<file path="config.mk">
export PLATFORM = sky130hd
export DESIGN_NAME = inorder_issue_queue
export DESIGN_NICKNAME = d
export VERILOG_FILES = /design/src/design/iq_pkg.sv /design/src/design/entry_searcher.sv /design/src/design/inorder_alloc_issue_unit.sv /design/src/design/iq_entry_array.sv /design/src/design/inorder_issue_queue.sv
export SDC_FILE = /design/constraint.sdc
export NUM_CORES = 1
export LEC_CHECK = 0
export ABC_CLOCK_PERIOD_IN_PS = 5950
export BUFFER_PORTS_ARGS = -buffer_cell sky130_fd_sc_hd__buf_2
export CORE_UTILIZATION = 64
export CTS_CLUSTER_SIZE = 10
export DETAILED_ROUTE_END_ITERATION = 10
export GPL_TIMING_DRIVEN = 0
export HOLD_SLACK_MARGIN = 0.08
export PLACE_DENSITY = 0.87
export SLEW_MARGIN = 10
export SYNTH_ARGS = -nofsm -noshare
export SYNTH_HDL_FRONTEND = slang
export SYNTH_SLANG_ARGS = --single-unit
</file>
<file path="constraint.sdc">
create_clock -name clk_i -period 5.95 [get_ports clk_i]
set_input_delay 1.19 -clock clk_i [delete_from_list [all_inputs] [get_ports clk_i]]
set_output_delay 1.19 -clock clk_i [all_outputs]
set_load 0.1 [all_outputs]
</file>
<file path="src/design/iq_pkg.sv">
package iq_pkg;

    // queue geometry
    localparam int IQ_ENTRIES = 4;
    localparam int IQ_SEL     = 2;

    // physical register tag width
    localparam int TAG_W = 5;

    // dispatch request count, legal values 0..2
    localparam int REQ_W = 2;

    // widest request a single cycle may carry
    localparam int REQ_MAX = 2;

    // instruction class carried with each entry
    typedef enum logic [2:0] {
        OP_ALU    = 3'd0,
        OP_MUL    = 3'd1,
        OP_LOAD   = 3'd2,
        OP_STORE  = 3'd3,
        OP_BRANCH = 3'd4
    } iq_op_e;

    // true when a broadcast tag wakes up a source operand
    function automatic logic tag_hit(
        input logic             valid,
        input logic [TAG_W-1:0] bcast_tag,
        input logic [TAG_W-1:0] src_tag
    );
        return valid && (bcast_tag == src_tag);
    endfunction

    // entry index one past the given one, wrapping around the ring
    function automatic logic [IQ_SEL-1:0] next_index(
        input logic [IQ_SEL-1:0] idx
    );
        return IQ_SEL'(idx + 1'b1);
    endfunction

endpackage

</file>
<file path="src/design/entry_searcher.sv">
`timescale 1ns/1ns

module entry_searcher (
    input  logic [iq_pkg::IQ_ENTRIES-1:0] begin_entry_i,
    input  logic [iq_pkg::IQ_ENTRIES-1:0] end_entry_i,
    output logic [iq_pkg::IQ_SEL-1:0]     begin_select_o,
    output logic                          begin_en_o,
    output logic [iq_pkg::IQ_SEL-1:0]     end_select_o,
    output logic                          end_en_o
);
    import iq_pkg::*;

    // lowest set bit of the begin vector
    always_comb begin
        logic found;
        found          = 1'b0;
        begin_select_o = '0;
        for (int i = 0; i < IQ_ENTRIES; i++) begin
            if (begin_entry_i[i] && !found) begin
                begin_select_o = IQ_SEL'(i);
                found          = 1'b1;
            end
        end
        begin_en_o = found;
    end

    // last bit of the first run of ones in the end vector
    always_comb begin
        logic in_run;
        logic run_done;
        in_run       = 1'b0;
        run_done     = 1'b0;
        end_select_o = '0;
        for (int i = 0; i < IQ_ENTRIES; i++) begin
            if (!run_done) begin
                if (end_entry_i[i]) begin
                    end_select_o = IQ_SEL'(i);
                    in_run       = 1'b1;
                end else if (in_run) begin
                    // first zero after the run closes it
                    run_done = 1'b1;
                end
            end
        end
        end_en_o = in_run;
    end

endmodule

</file>
<file path="src/design/inorder_alloc_issue_unit.sv">
`timescale 1ns/1ns

module inorder_alloc_issue_unit (
    input  logic                          clk_i,
    input  logic                          reset_i,
    input  logic [iq_pkg::REQ_W-1:0]      req_num_i,
    input  logic [iq_pkg::IQ_ENTRIES-1:0] busy_vector_i,
    input  logic [iq_pkg::IQ_ENTRIES-1:0] ready_vector_i,
    input  logic                          dispatch_stall_i,
    input  logic                          kill_i,
    output logic [iq_pkg::IQ_SEL-1:0]     alloc_ptr_o,
    output logic                          dispatch_ready_o,
    output logic                          dispatch_fire_o,
    output logic [iq_pkg::IQ_SEL-1:0]     issue_ptr_o,
    output logic                          issue_valid_o
);
    import iq_pkg::*;

    logic [IQ_SEL-1:0] end_free;
    logic              not_full;
    logic [IQ_SEL-1:0] begin_busy;
    logic              wrapped;

    // free entries form one circular run starting at the alloc pointer
    entry_searcher searcher_free (
        .begin_entry_i  (~busy_vector_i),
        .end_entry_i    (~busy_vector_i),
        .begin_select_o (),
        .begin_en_o     (not_full),
        .end_select_o   (end_free),
        .end_en_o       ()
    );

    entry_searcher searcher_busy (
        .begin_entry_i  (busy_vector_i),
        .end_entry_i    (busy_vector_i),
        .begin_select_o (begin_busy),
        .begin_en_o     (),
        .end_select_o   (),
        .end_en_o       ()
    );

    // busy run crosses the top of the ring
    assign wrapped = (begin_busy == '0) && busy_vector_i[IQ_ENTRIES-1];

    always_comb begin
        if (!not_full) begin
            // full ring, oldest sits where the next write would go
            issue_ptr_o = alloc_ptr_o;
        end else if (wrapped) begin
            issue_ptr_o = next_index(end_free);
        end else begin
            issue_ptr_o = begin_busy;
        end
    end

    assign issue_valid_o = ready_vector_i[issue_ptr_o];

    always_comb begin
        case (req_num_i)
            REQ_W'(0): dispatch_ready_o = 1'b1;
            REQ_W'(1): dispatch_ready_o = !busy_vector_i[alloc_ptr_o];
            default:   dispatch_ready_o = !busy_vector_i[alloc_ptr_o]
                                       && !busy_vector_i[next_index(alloc_ptr_o)];
        endcase
    end

    assign dispatch_fire_o = (req_num_i != '0) && dispatch_ready_o
                          && !dispatch_stall_i && !kill_i;

    always_ff @(posedge clk_i) begin
        if (reset_i) begin
            alloc_ptr_o <= '0;
        end else if (dispatch_fire_o) begin
            alloc_ptr_o <= IQ_SEL'(alloc_ptr_o + req_num_i);
        end
    end

    a_req_num_legal: assert property (@(posedge clk_i) disable iff (reset_i)
        req_num_i <= REQ_W'(REQ_MAX))
        else $error("dispatch request count above %0d", REQ_MAX);

    // the selected entry must really hold an instruction
    a_issue_busy: assert property (@(posedge clk_i) disable iff (reset_i)
        issue_valid_o |-> busy_vector_i[issue_ptr_o])
        else $error("issue valid on an empty entry");

endmodule

</file>
<file path="src/design/iq_entry_array.sv">
`timescale 1ns/1ns

module iq_entry_array (
    input  logic                          clk_i,
    input  logic                          reset_i,
    input  logic [iq_pkg::IQ_SEL-1:0]     alloc_ptr_i,
    input  logic                          dispatch_fire_i,
    input  logic [iq_pkg::REQ_W-1:0]      req_num_i,
    input  iq_pkg::iq_op_e                slot0_op_i,
    input  logic [iq_pkg::TAG_W-1:0]      slot0_dest_tag_i,
    input  logic [iq_pkg::TAG_W-1:0]      slot0_src0_tag_i,
    input  logic [iq_pkg::TAG_W-1:0]      slot0_src1_tag_i,
    input  logic                          slot0_src0_rdy_i,
    input  logic                          slot0_src1_rdy_i,
    input  iq_pkg::iq_op_e                slot1_op_i,
    input  logic [iq_pkg::TAG_W-1:0]      slot1_dest_tag_i,
    input  logic [iq_pkg::TAG_W-1:0]      slot1_src0_tag_i,
    input  logic [iq_pkg::TAG_W-1:0]      slot1_src1_tag_i,
    input  logic                          slot1_src0_rdy_i,
    input  logic                          slot1_src1_rdy_i,
    input  logic                          wakeup_valid_i,
    input  logic [iq_pkg::TAG_W-1:0]      wakeup_tag_i,
    input  logic                          kill_i,
    input  logic [iq_pkg::IQ_SEL-1:0]     issue_ptr_i,
    input  logic                          issue_fire_i,
    output logic [iq_pkg::IQ_ENTRIES-1:0] busy_vector_o,
    output logic [iq_pkg::IQ_ENTRIES-1:0] ready_vector_o,
    output iq_pkg::iq_op_e                issue_op_o,
    output logic [iq_pkg::TAG_W-1:0]      issue_dest_tag_o
);
    import iq_pkg::*;

    logic [IQ_ENTRIES-1:0] busy_q;
    iq_op_e                op_q       [IQ_ENTRIES];
    logic [TAG_W-1:0]      dest_tag_q [IQ_ENTRIES];
    logic [TAG_W-1:0]      src0_tag_q [IQ_ENTRIES];
    logic [TAG_W-1:0]      src1_tag_q [IQ_ENTRIES];
    logic [IQ_ENTRIES-1:0] src0_rdy_q;
    logic [IQ_ENTRIES-1:0] src1_rdy_q;

    logic [IQ_ENTRIES-1:0] wr0_en;
    logic [IQ_ENTRIES-1:0] wr1_en;
    logic [IQ_SEL-1:0]     slot1_ptr;

    // incoming operands also see this cycle's broadcast
    logic slot0_src0_rdy;
    logic slot0_src1_rdy;
    logic slot1_src0_rdy;
    logic slot1_src1_rdy;

    assign slot1_ptr = next_index(alloc_ptr_i);

    assign slot0_src0_rdy = slot0_src0_rdy_i || tag_hit(wakeup_valid_i, wakeup_tag_i,
                                                         slot0_src0_tag_i);
    assign slot0_src1_rdy = slot0_src1_rdy_i || tag_hit(wakeup_valid_i, wakeup_tag_i,
                                                         slot0_src1_tag_i);
    assign slot1_src0_rdy = slot1_src0_rdy_i || tag_hit(wakeup_valid_i, wakeup_tag_i,
                                                         slot1_src0_tag_i);
    assign slot1_src1_rdy = slot1_src1_rdy_i || tag_hit(wakeup_valid_i, wakeup_tag_i,
                                                         slot1_src1_tag_i);

    always_comb begin
        for (int e = 0; e < IQ_ENTRIES; e++) begin
            wr0_en[e] = dispatch_fire_i && (alloc_ptr_i == IQ_SEL'(e));
            // second slot only on a two-wide dispatch
            wr1_en[e] = dispatch_fire_i && (req_num_i == REQ_W'(REQ_MAX))
                     && (slot1_ptr == IQ_SEL'(e));
        end
    end

    always_ff @(posedge clk_i) begin
        if (reset_i) begin
            busy_q <= '0;
        end else if (kill_i) begin
            busy_q <= '0;
        end else begin
            for (int e = 0; e < IQ_ENTRIES; e++) begin
                if (wr0_en[e] || wr1_en[e]) begin
                    busy_q[e] <= 1'b1;
                end else if (issue_fire_i && (issue_ptr_i == IQ_SEL'(e))) begin
                    busy_q[e] <= 1'b0;
                end
            end
        end
    end

    // payload and operand state
    always_ff @(posedge clk_i) begin
        for (int e = 0; e < IQ_ENTRIES; e++) begin
            if (wr0_en[e]) begin
                op_q[e]       <= slot0_op_i;
                dest_tag_q[e] <= slot0_dest_tag_i;
                src0_tag_q[e] <= slot0_src0_tag_i;
                src1_tag_q[e] <= slot0_src1_tag_i;
                src0_rdy_q[e] <= slot0_src0_rdy;
                src1_rdy_q[e] <= slot0_src1_rdy;
            end else if (wr1_en[e]) begin
                op_q[e]       <= slot1_op_i;
                dest_tag_q[e] <= slot1_dest_tag_i;
                src0_tag_q[e] <= slot1_src0_tag_i;
                src1_tag_q[e] <= slot1_src1_tag_i;
                src0_rdy_q[e] <= slot1_src0_rdy;
                src1_rdy_q[e] <= slot1_src1_rdy;
            end else if (busy_q[e]) begin
                if (tag_hit(wakeup_valid_i, wakeup_tag_i, src0_tag_q[e])) begin
                    src0_rdy_q[e] <= 1'b1;
                end
                if (tag_hit(wakeup_valid_i, wakeup_tag_i, src1_tag_q[e])) begin
                    src1_rdy_q[e] <= 1'b1;
                end
            end
        end
    end

    assign busy_vector_o  = busy_q;
    assign ready_vector_o = busy_q & src0_rdy_q & src1_rdy_q;

    assign issue_op_o       = op_q[issue_ptr_i];
    assign issue_dest_tag_o = dest_tag_q[issue_ptr_i];

    // pointer unit must only hand out free entries
    a_no_overwrite: assert property (@(posedge clk_i) disable iff (reset_i)
        dispatch_fire_i |-> ((wr0_en | wr1_en) & busy_q) == '0)
        else $error("dispatch wrote a busy entry");

endmodule

</file>
<file path="src/design/inorder_issue_queue.sv">
`timescale 1ns/1ns

module inorder_issue_queue (
    input  logic                     clk_i,
    input  logic                     reset_i,
    input  logic [iq_pkg::REQ_W-1:0] req_num_i,
    input  logic                     dispatch_stall_i,
    input  logic                     kill_i,
    input  iq_pkg::iq_op_e           slot0_op_i,
    input  logic [iq_pkg::TAG_W-1:0] slot0_dest_tag_i,
    input  logic [iq_pkg::TAG_W-1:0] slot0_src0_tag_i,
    input  logic [iq_pkg::TAG_W-1:0] slot0_src1_tag_i,
    input  logic                     slot0_src0_rdy_i,
    input  logic                     slot0_src1_rdy_i,
    input  iq_pkg::iq_op_e           slot1_op_i,
    input  logic [iq_pkg::TAG_W-1:0] slot1_dest_tag_i,
    input  logic [iq_pkg::TAG_W-1:0] slot1_src0_tag_i,
    input  logic [iq_pkg::TAG_W-1:0] slot1_src1_tag_i,
    input  logic                     slot1_src0_rdy_i,
    input  logic                     slot1_src1_rdy_i,
    output logic                     dispatch_ready_o,
    input  logic                     wakeup_valid_i,
    input  logic [iq_pkg::TAG_W-1:0] wakeup_tag_i,
    input  logic                     issue_grant_i,
    output logic                     issue_valid_o,
    output iq_pkg::iq_op_e           issue_op_o,
    output logic [iq_pkg::TAG_W-1:0] issue_dest_tag_o
);
    import iq_pkg::*;

    logic [IQ_SEL-1:0]     alloc_ptr;
    logic                  dispatch_fire;
    logic [IQ_SEL-1:0]     issue_ptr;
    logic [IQ_ENTRIES-1:0] busy_vector;
    logic [IQ_ENTRIES-1:0] ready_vector;
    logic                  issue_fire;

    // oldest entry leaves once the consumer takes it
    assign issue_fire = issue_valid_o && issue_grant_i;

    inorder_alloc_issue_unit u_alloc_issue (
        .clk_i            (clk_i),
        .reset_i          (reset_i),
        .req_num_i        (req_num_i),
        .busy_vector_i    (busy_vector),
        .ready_vector_i   (ready_vector),
        .dispatch_stall_i (dispatch_stall_i),
        .kill_i           (kill_i),
        .alloc_ptr_o      (alloc_ptr),
        .dispatch_ready_o (dispatch_ready_o),
        .dispatch_fire_o  (dispatch_fire),
        .issue_ptr_o      (issue_ptr),
        .issue_valid_o    (issue_valid_o)
    );

    iq_entry_array u_entries (
        .clk_i            (clk_i),
        .reset_i          (reset_i),
        .alloc_ptr_i      (alloc_ptr),
        .dispatch_fire_i  (dispatch_fire),
        .req_num_i        (req_num_i),
        .slot0_op_i       (slot0_op_i),
        .slot0_dest_tag_i (slot0_dest_tag_i),
        .slot0_src0_tag_i (slot0_src0_tag_i),
        .slot0_src1_tag_i (slot0_src1_tag_i),
        .slot0_src0_rdy_i (slot0_src0_rdy_i),
        .slot0_src1_rdy_i (slot0_src1_rdy_i),
        .slot1_op_i       (slot1_op_i),
        .slot1_dest_tag_i (slot1_dest_tag_i),
        .slot1_src0_tag_i (slot1_src0_tag_i),
        .slot1_src1_tag_i (slot1_src1_tag_i),
        .slot1_src0_rdy_i (slot1_src0_rdy_i),
        .slot1_src1_rdy_i (slot1_src1_rdy_i),
        .wakeup_valid_i   (wakeup_valid_i),
        .wakeup_tag_i     (wakeup_tag_i),
        .kill_i           (kill_i),
        .issue_ptr_i      (issue_ptr),
        .issue_fire_i     (issue_fire),
        .busy_vector_o    (busy_vector),
        .ready_vector_o   (ready_vector),
        .issue_op_o       (issue_op_o),
        .issue_dest_tag_o (issue_dest_tag_o)
    );

endmodule

</file>
==> impl_metrics.toml <==
[synthesis]
synth_compound_area_frac = 0.0743
synthCells = 392
synth_top_area_share = 0.454
post_synth_fa_ha_maj_area_fraction = 0.0166
synthesis.nets = 452
syn_area_per_cell_um2 = 13.5
async_flop_share = 0
synth_top_cell_by_area = "edfxtp_1"
synth_top_family_by_area = "multiplexers"
synth.distinct_cells = 44
synth_seq_cells = 86
synth_area_leaders = "edfxtp_1, mux2_4, xnor2_1"
synth-edff-count = 80
synth_simple_gate_area_frac = 0.0610
ys.flop_type = "edfxtp_1"
ys_warn_count = 0
syn_area_um2 = 5290
synth.yosys.seq_area_share = 0.477
synth-xor-area-share = 0.101
synth.area.mux_share = 0.236

[worst_setup_path]
timing.rr.end = "u_entries.op_q[2][1]"
crit_start = "u_alloc_issue.alloc_ptr_o[1]"
crit_end = "issue_dest_tag_o[3]"
worstSetupPathType = "reg2out"
rr_worst_depth = 8
worstPathMaxFanout = 10
cp-start-kind = "flop"
reg2reg_from = "u_alloc_issue.alloc_ptr_o[0]"
worstPathArrival_ns = 3.01
reg2reg_slack_ns = 2.64
cp.required_ns = 4.76
cp-end-kind = "primary output"

[detailed_routing]
vias = 3568
route.detailed.drc = 0
drt_iter0_markers = 218
dr.pass1.iters = 4
ant_nets = 0
wl_um = 12000
wl_per_cell_um = 21.0
viasPerCell = 6.25

[cells_and_area]
final_cell_mix = "edfxtp_1, buf_2, mux2_4"
final_common_cell = "edfxtp_1"
fin_cells = 571
num-nets-final = 524
drive_gt1_frac = 0.405
area_growth_pct = 12.3
nFillCells = 515
num_antenna_cells = 0

[global_route]
first_global_vias = 3657
grt_pass1_wl_um = 18800
antenna_found_initial = 0
grt_max_degree = 19
gr-total-overflow = 0
grt.total_usage = 0.296

[clocking]
insertion_delay_ns = 0.36
cts_buffer_depth = 2
cts_max_level = 3
cts.sinks = 86
cts_made_buffers = 9
cts-root-buf = "clkbuf_8"
clk_pin_slew_ns = 0.09
cts_hold_buf = 0
cts-resized-gates = 0
postCtsSetupBuffers = 0
cts_tree = "yes"

[floorplan]
die_area_um2 = 8630
fp-row-count = 32
io_pins = 63
fp.dieW_um = 92.9
start_util = 0.674
die_h_um = 92.9
core_area_um2 = 7850

[placed_design]
dpl.hpwl_um = 8420
place_congestion = 0.877
dpl.cell_count = 555
io_buffers = 61
dp_slack_ns = 2.22

[timing]
maxSlewHeadroom = 0.418
tightest_slew_ns = 0.872
skew_ns = 0.00636
min_period_ns = 4.20
fin_ws_ns = 1.75
maxSlewViolCount = 0
holdWs_ns = 0.644
hold_viol_final = 0
setup-tns-final_ns = 0
max_freq_mhz = 238
setup_viol = 0
fin_crit_sh = 0.706
rsz0062_at_grt = "false"

[status]
status = "finished clean"

[power]
ir_drop_mv = 0.175
leakage_uw = 0.00242
p_total_uw = 1330
p_per_area_nw_per_um2 = 223

[run]
cap_violations = 0

[min_path]
hp-class = "reg2reg"
-- registers in the layout, indices dropped and copies added (netlist names) --
name	flops
u_entries.dest_tag_q	20
u_entries.src0_tag_q	20
u_entries.src1_tag_q	20
u_entries.op_q	12
u_entries.busy_vector_o	4
u_entries.src0_rdy_q	4
u_entries.src1_rdy_q	4
u_alloc_issue.alloc_ptr_o	2
-- critical path, cell delays in order, from the launching register on --
cell and delay [ns]:
dfxtp_1 0.52, nand2b_1 0.23, a21boi_0 0.18, nor2_1 0.60, clkbuf_1 0.45, nor2_1 0.11
a21oi_1 0.12, buf_2 0.43
-- power breakdown --
group | switching (µW) | internal (µW)
clock network | 224 | 240
registers | 4.86 | 673
logic | 105 | 80.9
-- layer usage --
metal	GRT usage	wire, µm
met5	0	0
met4	0.123	217
met2	0.480	5940
met1	0.399	5050
met3	0.0419	761
-- area by class of cell --
type,instances,area (µm²),area share
buffer,21,145,0.0244
clock buffer,10,128,0.0215
clock inverter,6,92.6,0.0156
inverter,10,37.5,0.00632
multi-input combinational,275,2580,0.435
sequential,86,2520,0.424
tap,102,128,0.0215
timing repair buffer,61,305,0.0514
-- how the worst min path moves through the flow --
stage	startpoint	to	slack (ns)	cells after the start
CTS	u_entries.busy_vector_o[2]	u_entries.busy_vector_o[2]	0.64	3
global placement	u_alloc_issue.alloc_ptr_o[1]	u_alloc_issue.alloc_ptr_o[1]	0.60	2
detailed placement	u_alloc_issue.alloc_ptr_o[1]	u_alloc_issue.alloc_ptr_o[1]	0.62	2
floorplan	u_alloc_issue.alloc_ptr_o[1]	u_alloc_issue.alloc_ptr_o[1]	0.53	2
finish	u_alloc_issue.alloc_ptr_o[1]	u_alloc_issue.alloc_ptr_o[1]	0.64	2
global route	u_entries.busy_vector_o[2]	u_entries.busy_vector_o[2]	0.68	3
-- stage by stage --
stage,util,instance area [µm²]
after detailed placement,0.729,5720
after global routing,0.757,5940
after floorplan,-,5290
after global placement,0.729,5720
after CTS,0.757,5940
final,0.757,5940
-- synth_stat cells (2+ instances only) --
| library cell | count |
|---|---|
| o2bb2a_2 | 2 |
| a21oi_1 | 19 |
| xnor2_1 | 39 |
| mux2i_1 | 11 |
| edfxtp_1 | 80 |
| o2bb2a_1 | 4 |
| clkbuf_1 | 2 |
| nor2_1 | 14 |
| nor4_1 | 6 |
| dfxtp_1 | 6 |
| inv_1 | 10 |
| nand4_1 | 8 |
| nand3_1 | 4 |
| ha_1 | 7 |
| or2_2 | 5 |
| a22oi_1 | 2 |
| buf_2 | 11 |
| mux2_4 | 54 |
| nand2b_1 | 7 |
| o31ai_1 | 9 |
| or4_4 | 3 |
| a31oi_1 | 4 |
| o21ai_0 | 4 |
| a21bo_2 | 2 |
| mux2_2 | 27 |
| buf_6 | 7 |
| a311oi_1 | 2 |
| nand2_1 | 6 |
| xor2_1 | 22 |
-- cell families (layout without fill, tap and decap cells) --
| family | after synthesis | in the layout |
|---|---|---|
| multiplexers | 93 | 93 |
| XOR/XNOR | 61 | 61 |
| buffers and inverters | 31 | 108 |
| AO/OA/AOI/OAI | 56 | 56 |
| flip-flops | 86 | 86 |
| adder cells (fa/ha/maj) | 7 | 7 |
| AND/OR/NAND/NOR | 58 | 58 |
(Power assumes the default switching activity.)
